### src/ooo_cfg.svh
// ----------------------------------------------------------------------
// sizing macros for the completion side of the OoO pipeline
// buffer depth, word width, architectural register count
// ----------------------------------------------------------------------
`ifndef OOO_CFG_SVH
`define OOO_CFG_SVH

// completion buffer entries, power of two so the pointers wrap freely
`define OOO_CB_DEPTH 8

// data and address width
`define OOO_XLEN 32

// architectural integer registers
`define OOO_NREGS 32

`endif

### src/ooo_types_pkg.sv
// ----------------------------------------------------------------------
// package ooo_types_pkg
// word, index and register types plus the two result lane payloads
// ----------------------------------------------------------------------
`include "ooo_cfg.svh"

package ooo_types_pkg;

  typedef logic [`OOO_XLEN-1:0] word_t;                      // data or address
  typedef logic [$clog2(`OOO_CB_DEPTH)-1:0] cb_index_t;     // completion buffer slot
  typedef logic [$clog2(`OOO_NREGS)-1:0] reg_addr_t;        // destination register

  // arithmetic lane, also resolves branches and jumps
  typedef struct packed {
    cb_index_t index;      // slot given at dispatch
    word_t     wdata;      // alu result
    word_t     pc;
    logic      exception;
    logic      branch;     // conditional branch
    logic      jump;       // unconditional jump
    logic      taken;      // resolved direction
    logic      prediction; // direction guessed at fetch
    word_t     target;     // resolved branch or jump target
  } arith_result_t;

  // long-latency lane (mul, div, load)
  typedef struct packed {
    cb_index_t index;
    word_t     wdata;
    word_t     pc;
    logic      exception;
  } long_result_t;

endpackage

### src/result_reg.sv
// ----------------------------------------------------------------------
// module result_reg
// one-entry valid/ready register between a lane and writeback
// payload type set by parameter, contents dropped on flush
// ----------------------------------------------------------------------
module result_reg #(
  parameter type payload_t = logic
) (
  input  logic     CLK,
  input  logic     nRST,
  input  logic     flush,
  input  logic     in_valid,
  input  payload_t in_data,
  output logic     in_ready,
  output logic     out_valid,
  output payload_t out_data
);

  logic load; // input side transfers this cycle

  // writeback always drains, so only flush holds off the lane
  assign in_ready = ~flush;
  assign load     = in_valid & in_ready;

  always_ff @(posedge CLK, negedge nRST) begin
    if (!nRST) begin
      out_valid <= 1'b0;
    end else if (flush) begin
      out_valid <= 1'b0;   // wrong-path result, discard
    end else begin
      out_valid <= load;   // presents one cycle, empties unless reloaded
    end
  end

  // payload only moves on a transfer
  always_ff @(posedge CLK) begin
    if (load) begin
      out_data <= in_data;
    end
  end

  // a presented result carries a fully driven payload
  a_payload_known: assert property (@(posedge CLK) disable iff (!nRST)
    out_valid |-> !$isunknown(out_data));

endmodule

### src/ooo_writeback_stage.sv
// ----------------------------------------------------------------------
// module ooo_writeback_stage
// per-lane write word, register enable and redirect selection
// branch predictor update from the arithmetic lane
// ----------------------------------------------------------------------
module ooo_writeback_stage import ooo_types_pkg::*; (
  // arithmetic lane from its result register
  input  logic          arith_valid,
  input  arith_result_t arith_data,
  // long-latency lane from its result register
  input  logic          long_valid,
  input  long_result_t  long_data,
  // arithmetic lane write port into the completion buffer
  output logic          wa_en,
  output cb_index_t     wa_index,
  output word_t         wa_wdata,
  output logic          wa_wen,
  output logic          wa_redirect,
  // long lane write port
  output logic          wl_en,
  output cb_index_t     wl_index,
  output word_t         wl_wdata,
  output logic          wl_wen,
  output logic          wl_redirect,
  // predictor update strobe
  output logic          pred_update,
  output logic          pred_taken,
  output word_t         pred_target
);

  logic arith_mispredict;  // branch went the other way
  logic arith_use_target;  // store the resolved target
  logic arith_no_regwrite; // nothing architectural lands in rd

  assign arith_mispredict  = arith_data.branch & (arith_data.taken ^ arith_data.prediction);
  assign arith_use_target  = arith_mispredict | arith_data.jump;
  // branches have no rd, excepting instructions must not update state
  assign arith_no_regwrite = arith_data.branch | arith_data.exception;

  // arithmetic lane
  assign wa_en    = arith_valid;      // buffer never back-pressures
  assign wa_index = arith_data.index;

  always_comb begin
    // target wins over pc, pc wins over the result
    if (arith_use_target) begin
      wa_wdata = arith_data.target;
    end else if (arith_data.exception) begin
      wa_wdata = arith_data.pc;     // pc kept for the trap handler
    end else begin
      wa_wdata = arith_data.wdata;
    end
  end

  assign wa_wen      = ~arith_no_regwrite; // jumps still link into rd
  // each of these ends the current fetch path
  assign wa_redirect = arith_use_target | arith_data.exception;

  // long lane, exceptions only
  assign wl_en       = long_valid;
  assign wl_index    = long_data.index;
  assign wl_wdata    = long_data.exception ? long_data.pc : long_data.wdata;
  assign wl_wen      = ~long_data.exception;
  assign wl_redirect = long_data.exception;

  // predictor training, one strobe per branch while it sits valid
  assign pred_update = arith_valid & arith_data.branch;
  assign pred_taken  = pred_update & arith_data.taken;
  assign pred_target = arith_data.target;

endmodule

### src/completion_buffer.sv
// ----------------------------------------------------------------------
// module completion_buffer
// in-order allocation, indexed result writes from two lanes
// in-order retirement with redirect and full flush
// ----------------------------------------------------------------------
`include "ooo_cfg.svh"

module completion_buffer import ooo_types_pkg::*; (
  input  logic      CLK,
  input  logic      nRST,
  // dispatch
  input  logic      alloc_valid,
  input  reg_addr_t alloc_rd,
  output logic      alloc_ready,
  output cb_index_t alloc_index,
  // arithmetic lane write port
  input  logic      wa_en,
  input  cb_index_t wa_index,
  input  word_t     wa_wdata,
  input  logic      wa_wen,
  input  logic      wa_redirect,
  // long lane write port
  input  logic      wl_en,
  input  cb_index_t wl_index,
  input  word_t     wl_wdata,
  input  logic      wl_wen,
  input  logic      wl_redirect,
  // commit
  input  logic      commit_ready,
  output logic      commit_valid,
  output reg_addr_t commit_rd,
  output word_t     commit_wdata,
  output logic      commit_wen,
  output logic      commit_redirect,
  output logic      flush
);

  localparam int DEPTH = `OOO_CB_DEPTH;

  logic [DEPTH-1:0]  busy;                    // allocated, not yet retired
  logic [DEPTH-1:0]  done;                    // result written
  reg_addr_t         rd_q     [DEPTH];
  word_t             wdata_q  [DEPTH];
  logic [DEPTH-1:0]  wen_q;
  logic [DEPTH-1:0]  redir_q;
  cb_index_t         head;                    // oldest entry
  cb_index_t         tail;                    // next slot to hand out
  logic [$clog2(DEPTH+1)-1:0] count;

  logic alloc_go;  // dispatch handshake
  logic retire;    // commit handshake
  logic wa_hit;    // lane write lands on a live entry
  logic wl_hit;

  assign alloc_ready = (count != DEPTH[$clog2(DEPTH+1)-1:0]);
  assign alloc_index = tail;
  assign alloc_go    = alloc_valid & alloc_ready;
  assign wa_hit      = wa_en & busy[wa_index]; // stale writes are dropped
  assign wl_hit      = wl_en & busy[wl_index];

  // commit straight off the head entry
  assign commit_valid    = busy[head] & done[head];
  assign commit_rd       = rd_q[head];
  assign commit_wdata    = wdata_q[head];
  assign commit_wen      = wen_q[head];
  assign commit_redirect = redir_q[head];
  assign retire          = commit_valid & commit_ready;
  assign flush           = retire & redir_q[head]; // everything younger is wrong path

  always_ff @(posedge CLK, negedge nRST) begin
    if (!nRST) begin
      busy  <= '0;
      done  <= '0;
      head  <= '0;
      tail  <= '0;
      count <= '0;
    end else if (flush) begin
      // restart right after the redirecting entry, same-cycle dispatch is dropped
      busy  <= '0;
      done  <= '0;
      head  <= head + 1'b1;
      tail  <= head + 1'b1;
      count <= '0;
    end else begin
      if (retire) begin
        busy[head] <= 1'b0;
        done[head] <= 1'b0;
        head       <= head + 1'b1;
      end
      if (wa_hit) done[wa_index] <= 1'b1;
      if (wl_hit) done[wl_index] <= 1'b1;
      if (alloc_go) begin
        busy[tail] <= 1'b1;
        done[tail] <= 1'b0;   // tail is free here, no lane write can hit it
        tail       <= tail + 1'b1;
      end
      count <= count + alloc_go - retire;
    end
  end

  // entry payload
  always_ff @(posedge CLK) begin
    if (alloc_go) rd_q[tail] <= alloc_rd;
    if (wa_hit) begin
      wdata_q[wa_index] <= wa_wdata;
      wen_q[wa_index]   <= wa_wen;
      redir_q[wa_index] <= wa_redirect;
    end
    if (wl_hit) begin
      wdata_q[wl_index] <= wl_wdata;
      wen_q[wl_index]   <= wl_wen;
      redir_q[wl_index] <= wl_redirect;
    end
  end

  // lanes only carry indices that dispatch handed out
  a_write_live: assert property (@(posedge CLK) disable iff (!nRST)
    !flush |-> (!wa_en || busy[wa_index]) && (!wl_en || busy[wl_index]));

  // a stalled commit keeps its head entry
  a_commit_hold: assert property (@(posedge CLK) disable iff (!nRST)
    commit_valid && !commit_ready |=> commit_valid);

  a_count_bound: assert property (@(posedge CLK) disable iff (!nRST)
    count <= DEPTH);

endmodule

### src/ooo_commit_top.sv
// ----------------------------------------------------------------------
// module ooo_commit_top
// two lane result registers, writeback stage and completion buffer
// ----------------------------------------------------------------------
module ooo_commit_top import ooo_types_pkg::*; (
  input  logic          CLK,
  input  logic          nRST,
  // dispatch
  input  logic          alloc_valid,
  input  reg_addr_t     alloc_rd,
  output logic          alloc_ready,
  output cb_index_t     alloc_index,
  // result lanes
  input  logic          arith_valid,
  input  arith_result_t arith_data,
  output logic          arith_ready,
  input  logic          long_valid,
  input  long_result_t  long_data,
  output logic          long_ready,
  // commit
  input  logic          commit_ready,
  output logic          commit_valid,
  output reg_addr_t     commit_rd,
  output word_t         commit_wdata,
  output logic          commit_wen,
  output logic          commit_redirect,
  // predictor
  output logic          pred_update,
  output logic          pred_taken,
  output word_t         pred_target
);

  logic          flush;                      // from the buffer to both lanes
  logic          ar_valid, lr_valid;         // registered lane results
  arith_result_t ar_data;
  long_result_t  lr_data;
  logic          wa_en, wa_wen, wa_redirect;
  cb_index_t     wa_index;
  word_t         wa_wdata;
  logic          wl_en, wl_wen, wl_redirect;
  cb_index_t     wl_index;
  word_t         wl_wdata;

  result_reg #(.payload_t(arith_result_t)) u_arith_reg (
    .CLK, .nRST, .flush, .in_valid(arith_valid), .in_data(arith_data),
    .in_ready(arith_ready), .out_valid(ar_valid), .out_data(ar_data));

  result_reg #(.payload_t(long_result_t)) u_long_reg (
    .CLK, .nRST, .flush, .in_valid(long_valid), .in_data(long_data),
    .in_ready(long_ready), .out_valid(lr_valid), .out_data(lr_data));

  ooo_writeback_stage u_wb (
    .arith_valid(ar_valid), .arith_data(ar_data), .long_valid(lr_valid),
    .long_data(lr_data), .wa_en, .wa_index, .wa_wdata, .wa_wen, .wa_redirect,
    .wl_en, .wl_index, .wl_wdata, .wl_wen, .wl_redirect,
    .pred_update, .pred_taken, .pred_target);

  completion_buffer u_cb (
    .CLK, .nRST, .alloc_valid, .alloc_rd, .alloc_ready, .alloc_index,
    .wa_en, .wa_index, .wa_wdata, .wa_wen, .wa_redirect,
    .wl_en, .wl_index, .wl_wdata, .wl_wen, .wl_redirect,
    .commit_ready, .commit_valid, .commit_rd, .commit_wdata, .commit_wen,
    .commit_redirect, .flush);

endmodule

### config.mk
export PLATFORM = sky130hd
export DESIGN_NAME = ooo_commit_top
export DESIGN_NICKNAME = d
export VERILOG_FILES = /design/src/ooo_types_pkg.sv /design/src/result_reg.sv /design/src/ooo_writeback_stage.sv /design/src/completion_buffer.sv /design/src/ooo_commit_top.sv
export VERILOG_INCLUDE_DIRS = /design/src
export SDC_FILE = /design/constraint.sdc
export NUM_CORES = 1
export LEC_CHECK = 0
export ABC_AREA = 1
export BUFFER_PORTS_ARGS = -buffer_cell sky130_fd_sc_hd__buf_4
export CORE_UTILIZATION = 52
export DETAILED_ROUTE_END_ITERATION = 7
export HOLD_SLACK_MARGIN = 0.03
export PLACE_DENSITY_LB_ADDON = 0.05
export SLEW_MARGIN = 20
export SYNTH_ARGS = -nofsm -noshare
export SYNTH_HDL_FRONTEND = slang
export SYNTH_SLANG_ARGS = --single-unit
export TNS_END_PERCENT = 100
### constraint.sdc
create_clock -name CLK -period 10.75 [get_ports CLK]
set_input_delay 2.15 -clock CLK [delete_from_list [all_inputs] [get_ports CLK]]
set_output_delay 2.15 -clock CLK [all_outputs]
set_load 0.02 [all_outputs]
# Word-level counts from Yosys, hierarchy flattened
# Memories as Yosys holds them, arrays and structs flattened.
# Cells that the tools add are included.
[word_totals]
regBits = 216
mem_bits_rw = 296
input_bits = 183
output_inout_bits = 80
word_cells = 125
memories = 2
[memory_table]
columns = ["name", "depth", "word_bits", "read_ports", "rd_ports_with_merged_regs", "write_ports", "line", "source"]
rows = [
  ["u_cb.wdata_q", 8, 32, 1, 0, 2, "completion_buffer.sv:43", "word_t wdata_q [DEPTH];"],
  ["u_cb.rd_q", 8, 5, 1, 0, 1, "completion_buffer.sv:42", "reg_addr_t rd_q [DEPTH];"],
]
[classes]
add_sub_neg = 4
n_lt_le_gt_ge = 8
n_eq_ne = 1
n_mux = 56
bitwise_logic = 26
reduce_logical = 6
[op_table]
columns = ["cell", "count"]
rows = [
  ["8-bit two-way mux", 16],
  ["32-bit two-way mux", 3],
  ["8-bit bitwise mux", 4],
  ["8-bit AND", 3],
  ["8-bit bitwise OR", 3],
  ["1-bit binary-select mux with 3-bit select", 6],
  ["1-bit two-way mux", 18],
  ["3-bit by 4-bit less-than comparator with 1-bit output (second input constant)", 4],
  ["8-bit NOT", 2],
  ["1-bit demux with 3-bit select", 4],
  ["3-bit by 1-bit greater-or-equal comparator with 1-bit output (second input constant)", 4],
  ["3-bit two-way mux", 4],
  ["1-bit AND", 11],
  ["3-bit by 1-bit adder with 3-bit output (second input constant)", 2],
  ["4-bit by 1-bit adder with 4-bit output", 1],
  ["1-bit logical AND", 4],
  ["4-bit two-way mux", 1],
  ["4-bit inequality test (second input constant)", 1],
  ["2-bit nonzero test", 2],
  ["4-bit by 1-bit subtractor with 4-bit output", 1],
  ["1-bit NOT", 3],
  ["1-bit bitwise OR", 3],
  ["1-bit XOR", 1],
]

# Depth between registers and ports, before layout
[logic_depth]
depth_word = 17
ltp_mapped = 17
ltp_nobuf = 16

# Modules after synthesis
# A second synthesis with hierarchy kept.
[unflattened]
hier_cells = 2520
hier_area_um2 = 24368.4
[modules_own_cells]
columns = ["mod", "instances", "cells_each", "area_each_um2", "seq_area_each_um2"]
rows = [
  ["completion_buffer", 1, 1974, 17488.0, 9859.5],
  ["result_reg (u_arith_reg)", 1, 108, 3161.8, 3148.0],
  ["result_reg (u_long_reg)", 1, 72, 2080.7, 2067.0],
  ["ooo_writeback_stage", 1, 366, 1637.8, 0.0],
]

# Worst setup path before layout
# Ideal clock, no wire load.
[synth_timing]
path_type = "in2reg"
start = "input port commit_ready"
end = "register u_arith_reg.out_valid"
arrival_ns = 6.912
slack_ns = 3.253
cell_stages = 4
n_path_buf = 1
path_cell_list = "clkbuf_1 -> nand3_2 -> inv_1 -> nor2_1"
[synth_between]
elab_chain_len = 5
[synth_rtl]
columns = ["element", "line", "source"]
rows = [
  ["start, declared", "ooo_commit_top.sv:21", "input logic commit_ready,"],
  ["1-bit AND", "completion_buffer.sv:67", "assign retire = commit_valid & commit_ready;"],
  ["1-bit AND", "completion_buffer.sv:68", "assign flush = retire & redir_q[head];"],
  ["1-bit NOT", "result_reg.sv:22", "assign in_ready = ~flush;"],
  ["1-bit AND", "result_reg.sv:23", "assign load = in_valid & in_ready;"],
  ["via u_arith_reg.load", "result_reg.sv:19", "logic load;"],
  ["1-bit two-way mux", "result_reg.sv:28", "end else if (flush) begin"],
  ["end signal, assigned", "result_reg.sv:31", "out_valid <= load;"],
  ["end, declared", "result_reg.sv:15", "output logic out_valid,"],
]
# The timed path passes the listed nets, and every way through them passes these cells.
# A chain may end at the register's enable or synchronous reset.

# Worst setup path in the final report
[layout_timing]
start = "register u_cb.head[0]"
end = "output port arith_ready"
[layout_between]
elab_chain_len = 6
[layout_rtl]
columns = ["element", "line", "source"]
rows = [
  ["start, declared", "completion_buffer.sv:46", "cb_index_t head;"],
  ["start signal, assigned", "completion_buffer.sv:81", "head <= head + 1'b1;"],
  ["start signal, assigned", "completion_buffer.sv:88", "head <= head + 1'b1;"],
  ["1-bit binary-select mux with 3-bit select", "completion_buffer.sv:62", "assign commit_valid = busy[head] & done[head];"],
  ["1-bit two-way mux (not written as such)", "completion_buffer.sv:62", ""],
  ["1-bit AND", "completion_buffer.sv:62", ""],
  ["1-bit AND", "completion_buffer.sv:67", ""],
  ["1-bit AND (*)", "completion_buffer.sv:68", ""],
  ["1-bit NOT (*)", "result_reg.sv:22", ""],
  ["end, declared", "ooo_commit_top.sv:16", "output logic arith_ready,"],
]
# Mark *: on every way between the ends. The rest lies on a longest branch, timed or not. The select of a mux whose other input is x is not followed.

==> metrics <==
post-detail-place hpwl about 38000 um; FP Rows 77; Area after DPL 25480 um^2; Post-synth EDFFs 468; fin crit period 5.978 ns; starting density of the core 0.5290; worst hold stages 4; VDD IR max 0.1440 mV; Root Buffer clkbuf_16; synth unique cells 41; Final #Nets 2561; Switch Pwr between 2 and 3 mW; mux contribution to synthesized area 0.01363; clk sinks 512; post-synthesis net count 2389; Hold Path Sink u_cb.wen_q[0]; detailed-route via count 17130; Yosys warning count 0; Worst setup EP type output port; Slew Viols, Final 0; PostCTS Resize Cnt 0; vias in the first global route ~16000; RSZ-0062 raised after global routing no; syn_area_per_cell about 11 um^2; worst hold slack about 0.56 ns; Core Util, Final 0.6109; GR Util All Layers 0.2730; die width 214.6 um; num ports 263; Sequential Power Share 0.388; Compound-Gate Fraction of Synth Area 0.1324; clock buffer depth 3; count of final setup violators 0; kind of critical path flop to output port; setup TNS 0 ns; simple-gate share of the synthesized area 0.1469; Logic pwr share 0.354; Int Power 4.317 mW; Wirelength per Cell 20.81 um; CTS tree done; Setup Fix Bufs, Post-CTS 0; Final Hold Viols 0; worst r2r src u_cb.head[0]; Die Ht 214.6 um; RD Place Congestion between 0.9 and 1; DRT iter0 DRCs ~1700; cell area after layout 27130 um^2; Die ar. 46030 um^2; Gate Count Post-Synth 2198; vias per cell 5.706; Seq/Total Area, Yosys 0.6416; core area 44410 um^2; Clock transition at path regs about 0.07 ns; worst clock skew 0.02333 ns; pre-CTS setup slack around 5.4 ns; critical path startpoint category flop; final worst slack 4.772 ns; grt ovf 0; Hold Startpoint u_cb.wen_q[0]; synthesized area 23490 um^2; crit share post-route 0.5561; clk_lat worst skew approximately 0.62 ns; R2R depth 12; Sw Ratio 0.3726; ant diodes 0; Clk pwr share 0.259; cts hold-fix bufs 0; register-to-register setup slack around 5.5 ns; Primary FF master, synth edfxtp_1; FF+latch count, synth 512; largest net degree at the start of global routing 85; antenna-violating nets left 0; Register Area ~15000 um^2; Area Growth Syn to Fin 15.49%; Residual DRC 0; P_leak roughly 11 nW; initial antenna violation count 0; Min-Delay Path Class flop to flop; pwr/cell area roughly 250 nW/um^2; TritonCTS Buffers 53; RR Endpoint u_arith_reg.out_data[83]; ys async rst share 0.05469; largest family of logic cells by synthesized area simple AND/OR/NAND/NOR gates; Crit path arrival time 3.83 ns; share of post-route cells with drive strength above 1 0.1796; Multi-input gate area 7127 um^2; xor/xnor share of the synthesized area 0.001864; Fillers 3679; status complete, no violations; H-tree levels 2; PortBufs 262; max cap viols 0; Worst Max-Slew Pin Slew 1.043 ns; TritonRoute pass-1 iters 5; Slew HR 0.3047; fraction of the mapped netlist area in adder cells 0.004580; critical path fanouts, max 82; Critical Path RT about 8.6 ns; Fmax achieved around 170 MHz; Post-Route WL 62490 um; first-pass GRT wire length 96570 um
==> layout by cell type (no fill, tap or decap), drive strengths merged, types with 32 or more instances in the layout <==
cell | Yosys | final
mux2i | 32 | 32
o221ai | 37 | 37
nand2 | 522 | 522
a221oi | 37 | 37
o21ai | 398 | 398
clkbuf | 68 | 62
nor2 | 221 | 221
buf | 104 | 289
inv | 99 | 102
nand3 | 62 | 62
edfxtp | 468 | 468
a31oi | 32 | 32
==> per-stage QoR <==
step	instances	total power, mW
final	3003	6.881
after global routing	3003	7.248
after CTS	3003	6.914
after detailed placement	2907	5.143
after global placement	2907	5.093
after floorplan	2198	4.269
==> cells in the mapped netlist, types with 3 or more instances <==
cell,n,share of area
clkbuf_1,65,0.010
nor2_2,3,0.00080
buf_2,41,0.0087
nand2_2,5,0.0013
clkbuf_2,3,0.00064
buf_1,3,0.00048
dfxtp_1,16,0.014
buf_6,20,0.0096
xor2_1,3,0.0011
nand4_1,22,0.0059
nand3_1,54,0.012
edfxtp_1,468,0.60
mux2i_1,32,0.014
a31oi_1,4,0.0011
o21ai_2,4,0.0015
o21ai_1,4,0.00085
inv_2,5,0.00080
nand2_1,515,0.082
a31oi_2,28,0.015
buf_4,39,0.012
o221ai_1,37,0.014
nor3_1,20,0.0043
dfrtp_1,28,0.030
nor2_1,218,0.035
ha_1,7,0.0037
nand3_2,6,0.0026
a221oi_1,37,0.014
o21ai_0,390,0.083
inv_1,94,0.015
a21oi_1,13,0.0028
==> layout make-up <==
type / instances / share of cell area
Clock inverter: 34 / 0.01042
Inverter: 99 / 0.01379
Multi-Input combinational cell: 1415 / 0.2627
Timing Repair Buffer: 289 / 0.07996
Tap cell: 592 / 0.02730
Clock buffer: 62 / 0.05013
Sequential cell: 512 / 0.5557
==> power groups by stage <==
stage	Clock, mW	Combinational (mW)	Sequential, mW
after floorplan	0	1.60	2.67
after global placement	0	2.39	2.70
after detailed placement	0	2.44	2.70
after CTS	1.80	2.45	2.67
after global routing	1.88	2.68	2.69
final	1.78	2.43	2.67
==> critical path: stages (launching register included) <==
cell	delay [ns]
dfrtp_4	0.49
inv_4	0.07
buf_4	0.69
buf_4	0.65
nor2_1	0.09
nor2_1	0.09
o21ai_0	0.11
nand3_2	0.18
nand3_2	0.43
buf_4	0.34
==> kinds of logic (layout without fill, tap and decap cells) <==
| kind of cell | count (synthesis) | in the layout |
|---|---|---|
| simple gates | 851 | 851 |
| compound gates | 519 | 519 |
| flops | 512 | 512 |
| buf+inv | 271 | 484 |
| mux | 32 | 32 |
| fa+ha+maj | 8 | 8 |
| xor+xnor | 5 | 5 |
==> registers in the layout (all words and copies together), names as in the netlist, 4 cells and up <==
name                  count
u_cb.wdata_q            256
u_cb.done                 8
u_arith_reg.out_data    104
u_cb.rd_q                40
u_cb.wen_q                8
u_cb.count                4
u_cb.busy                 8
u_long_reg.out_data      68
u_cb.redir_q              8
==> worst max-delay path by stage <==
stage / end / from / depth (start not counted)
after global placement: arith_ready / u_cb.head[0] / 9
final: arith_ready / u_cb.head[0] / 9
after global routing: arith_ready / u_cb.head[0] / 9
after CTS: arith_ready / u_cb.head[0] / 9
after detailed placement: arith_ready / u_cb.head[0] / 9
after floorplan: u_arith_reg.out_valid / commit_ready / 4
==> routing by layer <==
metal,wire (um),track usage,vias to the layer above
li1,-,-,8085
met1,26740,0.3750,8221
met2,29100,0.4391,719
met3,4971,0.04879,109
met4,1679,0.09310,0
met5,0,0,-
Power figures use the tool's default switching activity.
